## src/controlPkg.sv

```systemverilog
package controlPkg;

    // instruction field widths
    localparam int opcodeWidth = 6;
    localparam int functWidth  = 6;

    // step counter, wide enough for the longest fetch phase plus dispatch
    localparam int stepWidth = 3;

    typedef enum logic [opcodeWidth-1:0] {
        opR    = 6'b000000,
        opJ    = 6'b000010,
        opJal  = 6'b000011,
        opAddi = 6'b001000,
        opHalt = 6'b111111
    } opcodeT;

    typedef enum logic [functWidth-1:0] {
        fnSll   = 6'b000000,
        fnAdd   = 6'b100000,
        fnSub   = 6'b100010,
        fnAnd   = 6'b100100,
        fnSlt   = 6'b101010,
        fnBreak = 6'b111111
    } functT;

    // stFetch covers fetch, decode and dispatch
    typedef enum logic [3:0] {
        stFetch = 4'd0,
        stAdd   = 4'd1,
        stSub   = 4'd2,
        stAnd   = 4'd3,
        stAddi  = 4'd4,
        stSll   = 4'd5,
        stSlt   = 4'd6,
        stJ     = 4'd7,
        stJal   = 4'd8,
        stBreak = 4'd9,
        stHalt  = 4'd10
    } stateT;

    typedef enum logic [2:0] {
        aluPassA   = 3'b000,
        aluAdd     = 3'b001,
        aluSub     = 3'b010,
        aluAnd     = 3'b011,
        aluCompare = 3'b111
    } aluOpT;

    typedef enum logic [1:0] {
        srcBRegB      = 2'b00,
        srcBFour      = 2'b01,
        srcBImmediate = 2'b10
    } srcBSelT;

    typedef enum logic [1:0] {
        destRt     = 2'b00,
        destRd     = 2'b01,
        destReturn = 2'b10 // register 31
    } regDestSelT;

    typedef enum logic [3:0] {
        wbAluOut  = 4'b0000,
        wbCompare = 4'b0100,
        wbShifter = 4'b1000
    } memToRegSelT;

    typedef enum logic [2:0] {
        shNone = 3'b000,
        shLoad = 3'b001,
        shLeft = 3'b010
    } shiftOpT;

endpackage

```

## src/instrDecoder.sv

```systemverilog
`timescale 1ns/10ps

module instrDecoder (
    input  controlPkg::opcodeT opcode,
    input  controlPkg::functT  funct,
    output controlPkg::stateT  dispatchState
);
    import controlPkg::*;

    stateT rTypeState;

    // R-type instructions pick their sequence from the function field
    always_comb begin
        case (funct)
            fnAdd:   rTypeState = stAdd;
            fnSub:   rTypeState = stSub;
            fnAnd:   rTypeState = stAnd;
            fnSll:   rTypeState = stSll;
            fnSlt:   rTypeState = stSlt;
            fnBreak: rTypeState = stBreak;
            default: rTypeState = stFetch; // unknown funct is a no-op
        endcase
    end

    always_comb begin
        case (opcode)
            opR: begin
                dispatchState = rTypeState;
            end
            opAddi: begin
                dispatchState = stAddi;
            end
            opJ: begin
                dispatchState = stJ;
            end
            opJal: begin
                dispatchState = stJal;
            end
            opHalt: begin
                dispatchState = stHalt;
            end
            default: begin
                dispatchState = stFetch; // back to fetch
            end
        endcase
    end

endmodule

```

## src/stepSequencer.sv

```systemverilog
`timescale 1ns/10ps

module stepSequencer #(
    parameter int fetchSteps = 4
) (
    input  logic                             clock,
    input  logic                             reset,
    input  controlPkg::stateT                dispatchState,
    output controlPkg::stateT                state,
    output logic [controlPkg::stepWidth-1:0] step
);
    import controlPkg::*;

    // fetch runs steps 0..F-1, decode at F, dispatch at F+1
    localparam logic [stepWidth-1:0] dispatchStep = stepWidth'(fetchSteps + 1);

    logic [stepWidth-1:0] lastStep;
    stateT                nextState;
    logic [stepWidth-1:0] nextStep;

    // final step of each sequence
    always_comb begin
        case (state)
            stFetch: begin
                lastStep = dispatchStep;
            end
            stAdd, stSub, stAnd, stAddi, stJal, stBreak: begin
                lastStep = stepWidth'(1); // two cycles
            end
            stSll: begin
                lastStep = stepWidth'(2); // load, shift, write back
            end
            default: begin
                lastStep = '0; // slt, j and halt
            end
        endcase
    end

    always_comb begin
        nextState = state;
        nextStep  = step + 1'b1;
        if (state == stHalt) begin
            nextState = stHalt; // held until reset
            nextStep  = '0;
        end else if (step == lastStep) begin
            nextStep = '0;
            if (state == stFetch) begin
                nextState = dispatchState;
            end else begin
                nextState = stFetch;
            end
        end
    end

    always_ff @(posedge clock) begin
        if (reset) begin
            state <= stFetch;
            step  <= '0;
        end else begin
            state <= nextState;
            step  <= nextStep;
        end
    end

endmodule

```

## src/controlWordGen.sv

```systemverilog
`timescale 1ns/10ps

module controlWordGen #(
    parameter int fetchSteps = 4
) (
    input  controlPkg::stateT                state,
    input  logic [controlPkg::stepWidth-1:0] step,
    output logic                             pcWrite,
    output logic                             irWrite,
    output logic                             regWrite,
    output logic                             aWrite,
    output logic                             bWrite,
    output logic                             aluOutWrite,
    output controlPkg::aluOpT                aluOp,
    output logic                             srcASel,
    output controlPkg::srcBSelT              srcBSel,
    output controlPkg::regDestSelT           regDestSel,
    output controlPkg::memToRegSelT          memToRegSel,
    output logic                             pcSrcSel,
    output logic                             shiftAmtSel,
    output logic                             shiftSrcSel,
    output controlPkg::shiftOpT              shiftOp,
    output logic                             resetOut
);
    import controlPkg::*;

    localparam logic [stepWidth-1:0] lastFetchStep = stepWidth'(fetchSteps - 1);
    localparam logic [stepWidth-1:0] decodeStep    = stepWidth'(fetchSteps);

    always_comb begin
        // everything inactive unless a state says otherwise
        pcWrite     = 1'b0;
        irWrite     = 1'b0;
        regWrite    = 1'b0;
        aWrite      = 1'b0;
        bWrite      = 1'b0;
        aluOutWrite = 1'b0;
        aluOp       = aluPassA;
        srcASel     = 1'b0;
        srcBSel     = srcBRegB;
        regDestSel  = destRt;
        memToRegSel = wbAluOut;
        pcSrcSel    = 1'b0;
        shiftAmtSel = 1'b0;
        shiftSrcSel = 1'b0;
        shiftOp     = shNone;
        resetOut    = 1'b0;

        case (state)
            stFetch: begin
                if (step < decodeStep) begin
                    aluOp   = aluAdd; // pc + 4
                    srcBSel = srcBFour;
                    if (step == lastFetchStep) begin
                        pcWrite = 1'b1;
                        irWrite = 1'b1;
                    end
                end else if (step == decodeStep) begin
                    aWrite = 1'b1; // operand registers
                    bWrite = 1'b1;
                end
            end

            stAdd, stSub, stAnd: begin
                srcASel = 1'b1;
                case (state)
                    stSub:   aluOp = aluSub;
                    stAnd:   aluOp = aluAnd;
                    default: aluOp = aluAdd;
                endcase
                if (step == '0) begin
                    aluOutWrite = 1'b1;
                end else begin
                    regWrite   = 1'b1;
                    regDestSel = destRd;
                end
            end

            stAddi: begin
                srcASel = 1'b1;
                aluOp   = aluAdd;
                srcBSel = srcBImmediate;
                if (step == '0) begin
                    aluOutWrite = 1'b1;
                end else begin
                    regWrite   = 1'b1;
                    regDestSel = destRt;
                end
            end

            stSll: begin
                regDestSel  = destRd;
                memToRegSel = wbShifter;
                if (step == '0) begin
                    shiftAmtSel = 1'b1; // shamt field
                    shiftSrcSel = 1'b1; // from register B
                    shiftOp     = shLoad;
                end else if (step == stepWidth'(1)) begin
                    shiftOp = shLeft;
                end else begin
                    regWrite = 1'b1;
                end
            end

            stSlt: begin
                regWrite    = 1'b1;
                srcASel     = 1'b1;
                aluOp       = aluCompare;
                regDestSel  = destRd;
                memToRegSel = wbCompare;
            end

            stJ: begin
                pcWrite  = 1'b1;
                pcSrcSel = 1'b1; // jump target
            end

            stJal: begin
                if (step == '0) begin
                    aluOutWrite = 1'b1; // save return address
                end else begin
                    pcWrite    = 1'b1;
                    pcSrcSel   = 1'b1;
                    regWrite   = 1'b1;
                    regDestSel = destReturn;
                end
            end

            stBreak: begin
                aluOp   = aluSub; // pc - 4
                srcBSel = srcBFour;
                if (step != '0) begin
                    pcWrite = 1'b1;
                end
            end

            stHalt: begin
                resetOut = 1'b1;
            end

            default: begin
            end
        endcase
    end

endmodule

```

## src/controlUnit.sv

```systemverilog
`timescale 1ns/10ps

module controlUnit #(
    parameter int fetchSteps = 4 // 2 to 5
) (
    input  logic                    clock,
    input  logic                    reset,
    input  controlPkg::opcodeT      opcode,
    input  controlPkg::functT       funct,
    output logic                    pcWrite,
    output logic                    irWrite,
    output logic                    regWrite,
    output logic                    aWrite,
    output logic                    bWrite,
    output logic                    aluOutWrite,
    output controlPkg::aluOpT       aluOp,
    output logic                    srcASel,
    output controlPkg::srcBSelT     srcBSel,
    output controlPkg::regDestSelT  regDestSel,
    output controlPkg::memToRegSelT memToRegSel,
    output logic                    pcSrcSel,
    output logic                    shiftAmtSel,
    output logic                    shiftSrcSel,
    output controlPkg::shiftOpT     shiftOp,
    output logic                    resetOut
);
    import controlPkg::*;

    stateT                dispatchState;
    stateT                state;
    logic [stepWidth-1:0] step;

    instrDecoder decoder_i (
        .opcode        (opcode),
        .funct         (funct),
        .dispatchState (dispatchState)
    );

    stepSequencer #(
        .fetchSteps (fetchSteps)
    ) sequencer_i (
        .clock         (clock),
        .reset         (reset),
        .dispatchState (dispatchState),
        .state         (state),
        .step          (step)
    );

    controlWordGen #(
        .fetchSteps (fetchSteps)
    ) wordGen_i (
        .state       (state),
        .step        (step),
        .pcWrite     (pcWrite),
        .irWrite     (irWrite),
        .regWrite    (regWrite),
        .aWrite      (aWrite),
        .bWrite      (bWrite),
        .aluOutWrite (aluOutWrite),
        .aluOp       (aluOp),
        .srcASel     (srcASel),
        .srcBSel     (srcBSel),
        .regDestSel  (regDestSel),
        .memToRegSel (memToRegSel),
        .pcSrcSel    (pcSrcSel),
        .shiftAmtSel (shiftAmtSel),
        .shiftSrcSel (shiftSrcSel),
        .shiftOp     (shiftOp),
        .resetOut    (resetOut)
    );

endmodule

```

## config.mk

```make
export PLATFORM = sky130hd
export DESIGN_NAME = controlUnit
export DESIGN_NICKNAME = d
export VERILOG_FILES = /design/src/controlPkg.sv /design/src/instrDecoder.sv /design/src/stepSequencer.sv /design/src/controlWordGen.sv /design/src/controlUnit.sv
export SDC_FILE = /design/constraint.sdc
export NUM_CORES = 1
export LEC_CHECK = 0
export BUFFER_PORTS_ARGS = -buffer_cell sky130_fd_sc_hd__buf_2
export CAP_MARGIN = 25
export CORE_MARGIN = 2
export CORE_UTILIZATION = 43
export CTS_CLUSTER_SIZE = 24
export DETAILED_ROUTE_END_ITERATION = 10
export PLACE_DENSITY = 0.86
export SETUP_SLACK_MARGIN = 0.15
export SLEW_MARGIN = 20
export SYNTH_ARGS = -nofsm -noshare
export SYNTH_HDL_FRONTEND = slang
export SYNTH_HIERARCHICAL = 1
export SYNTH_SLANG_ARGS = --single-unit
```

## constraint.sdc

```tcl
create_clock -name clock -period 1.55 [get_ports clock]
set_input_delay 0.155 -clock clock [delete_from_list [all_inputs] [get_ports clock]]
set_output_delay 0.155 -clock clock [all_outputs]
set_load 0.02 [all_outputs]
```

==> metrics <==
number of antenna violations at the first check in global routing=0; wire length of the first global-routing pass=between 5000 and 6000 um; highest-count cells in the layout ignoring fill and taps=29 x buf_4, 23 x buf_6, 13 x buf_2; starting density of the core=0.4435; Final Hold Vio Count=0; Floorplan Core Area=2170 um^2; Setup WS pre-CTS=-42.70 ps; number of cell instances on the worst register-to-register path=6; die area=2632 um^2; Chip Height=51.31 um; DRC violations left=0; leftover overflow at the end of global routing=0; worst reg2reg path endpoint=sequencer_i/state[0]; result of the run=complete, but fails checks; detailed-route wire length per cell=19.12 um; final-layout worst hold slack=roughly 300 ps; Site Rows=17; Setup-failing EPs final=21; detail-routed via count per cell=~6.1; Worst slew margin=0.5857; area grow syn2layout=88.69%; actual slew at the worst max-slew pin=616.2 ps; Post-Layout Cell Count=215; count of input and output buffers=35; CTS tree=built; element type at the critical path end=output pin; arrival time of the worst setup path=1570 ps; Min-Delay Path Depth=3; H-tree levels=1; gr usage total=0.2854; min-delay worst type=in2reg; Clock Skews=14.45 ps; most common cell after layout, fill and taps aside=buf_4; post-place instance area=between 1000 and 1500 um^2; critical register-to-register path startpoint=sequencer_i/state[2]; Critical Path Start Type=register; number of maximum-capacitance constraint violations=0; maximum frequency from static timing analysis=0.5784 GHz; ratio of cells with drive above 1 in the final layout=0.6524; pin count of the biggest net entering global routing=12; Worst Slack Setup Final=-178.8 ps; number of nets in the finished design=slightly above 200; dominant synthesized flop cell=dfxtp_1; number of optimization iterations in the first detailed-route pass=4; sum of net half-perimeters after detailed placement=1865 um; fin area=1815 um^2; post-synthesis register bit count=7; number of distinct standard cells referenced by the synthesized netlist=52; area share of the largest cell type after synthesis=0.1456; clock latency of the later-clocked register in the worst-skew pair=270 ps; setup TNS=-1665 ps; required arrival time at the worst endpoint=between 1000 and 1500 ps; vias in the first global route=approximately 1200; Die X-Extent=~51 um; number of warnings reported in the yosys synthesis log=6; critical path start-end classification=reg2out; leakage=between 0.7 and 0.8 nW; sequential fraction of the synthesis area=0.1456; number of design-rule violations left by the first detailed-router iteration=41; asr flop ratio synth=0; Routed Wire Length=just over 4000 um; final total power=0.6208 mW; power density normalized to cell area=~340 nW/um^2; utilization after layout=0.8368; worst reg-to-reg setup slack=-100 ps; cell type with the largest total area after synthesis=dfxtp_1; number of enable flip-flop cells after synthesis=0; RSZ-0062 raised after global routing=true; count of placed standard cells including taps=around 190; synth top area cells=dfxtp_1 15%, buf_4 7.0%, nor3_1 4.7%, nor2_1 4.3%, o31a_1 3.6%; ports placed on the boundary=39; final critical delay including setup and external delays=1729 ps; number of cells produced by synthesis=124; weighted congestion reported at the end of routability-driven placement=0.7973; Hold EP=sequencer_i/state[3]; clock-pin transition on the worst setup and hold timing paths=around 70 ps; number of filler cells placed in the layout=121; Post-Synthesis Cell Area=962.2 um^2; master cell of the clock root buffer=clkbuf_4; CTS buffer count=3; final worst path period share=1.115; ANT cells=0; number of vias in the routed layout=1320; Avg Inst Size Synth=7.759 um^2; Max VDD drop=558.6 uV; number of pins with negative max-slew slack in the final report=0; Antenna Violating Nets Remaining=0; TritonCTS sink count=7; top fanout value on the critical path=8; buffer depth of the longest clock path=2; hold path start=reset; violations in the final reports=setup timing
Yosys cell counts, types with 3 or more instances:
cell type   n
o31a_1      4
nor2b_1     4
dfxtp_1     7
nor2_1     11
a21oi_1     6
nand2_1     9
nand2b_1    3
or3_1       3
or4_1       3
nor3_1      9
buf_4       9
nor4_1      4
mux2i_1     3
metal layers:
| layer | routed length, um | GRT usage | vias up |
|---|---|---|---|
| met5 | 0 | 0 | - |
| met4 | 167 | 0.1009 | 0 |
| met3 | 228 | 0.04678 | 19 |
| met2 | 2122 | 0.5736 | 71 |
| met1 | 1592 | 0.2898 | 642 |
| li1 | - | - | 588 |
cell families after synthesis:
logic type	Yosys count	synth area share
AO/OA/AOI/OAI	26	0.2133
XOR/XNOR	2	0.01821
adder cells (fa/ha/maj)	1	0.01300
buffers and inverters	15	0.1118
flip-flops	7	0.1456
multiplexers	5	0.06242
other	1	0.003897
AND/OR/NAND/NOR	67	0.4317
report_power, final:
group / switching (mW) / total (mW) / internal, mW
sequential: 0.0187 / 0.201 / 0.182
combinational: 0.127 / 0.238 / 0.111
clock: 0.0834 / 0.182 / 0.0990
worst max-delay path by stage:
stage	end	startpoint
detailed placement	sequencer_i/state[1]	funct[1]
global placement	sequencer_i/state[1]	funct[1]
finish	pcSrcSel	sequencer_i/state[2]
global route	pcWrite	sequencer_i/state[2]
floorplan	sequencer_i/state[1]	sequencer_i/state[3]
CTS	pcWrite	sequencer_i/state[2]
cell type report:
cell class / instances / area [um^2] / share of cell area
clock buffers: 4 / 26.28 / 0.01447
inverters: 2 / 7.507 / 0.004135
multi-input cells: 104 / 933.4 / 0.5141
flip-flops and latches: 7 / 163.9 / 0.09028
well taps: 28 / 35.03 / 0.01930
repair buffers: 70 / 649.4 / 0.3577
timing repair:
| item | in CTS | in global routing |
|---|---|---|
| setup endpoints to repair | 29 | 29 |
| buffers inserted | 13 | 8 |
| hold buffers | 0 | 0 |
| pin swaps | 10 | 8 |
| resized for setup | 60 | 21 |
| gates cloned | 1 | 0 |
state kept, by name, indices dropped and copies added, names as in the netlist:
signal / count
sequencer_i/state: 4
sequencer_i/step: 3
critical path, stage by stage (launching register included):
cell and delay (ps):
dfxtp_4 380, buf_6 150, nand2b_4 180, nor4_4 290, nand2b_4 200, buf_6 110
No activity file was read; power rests on OpenSTA's default activity.
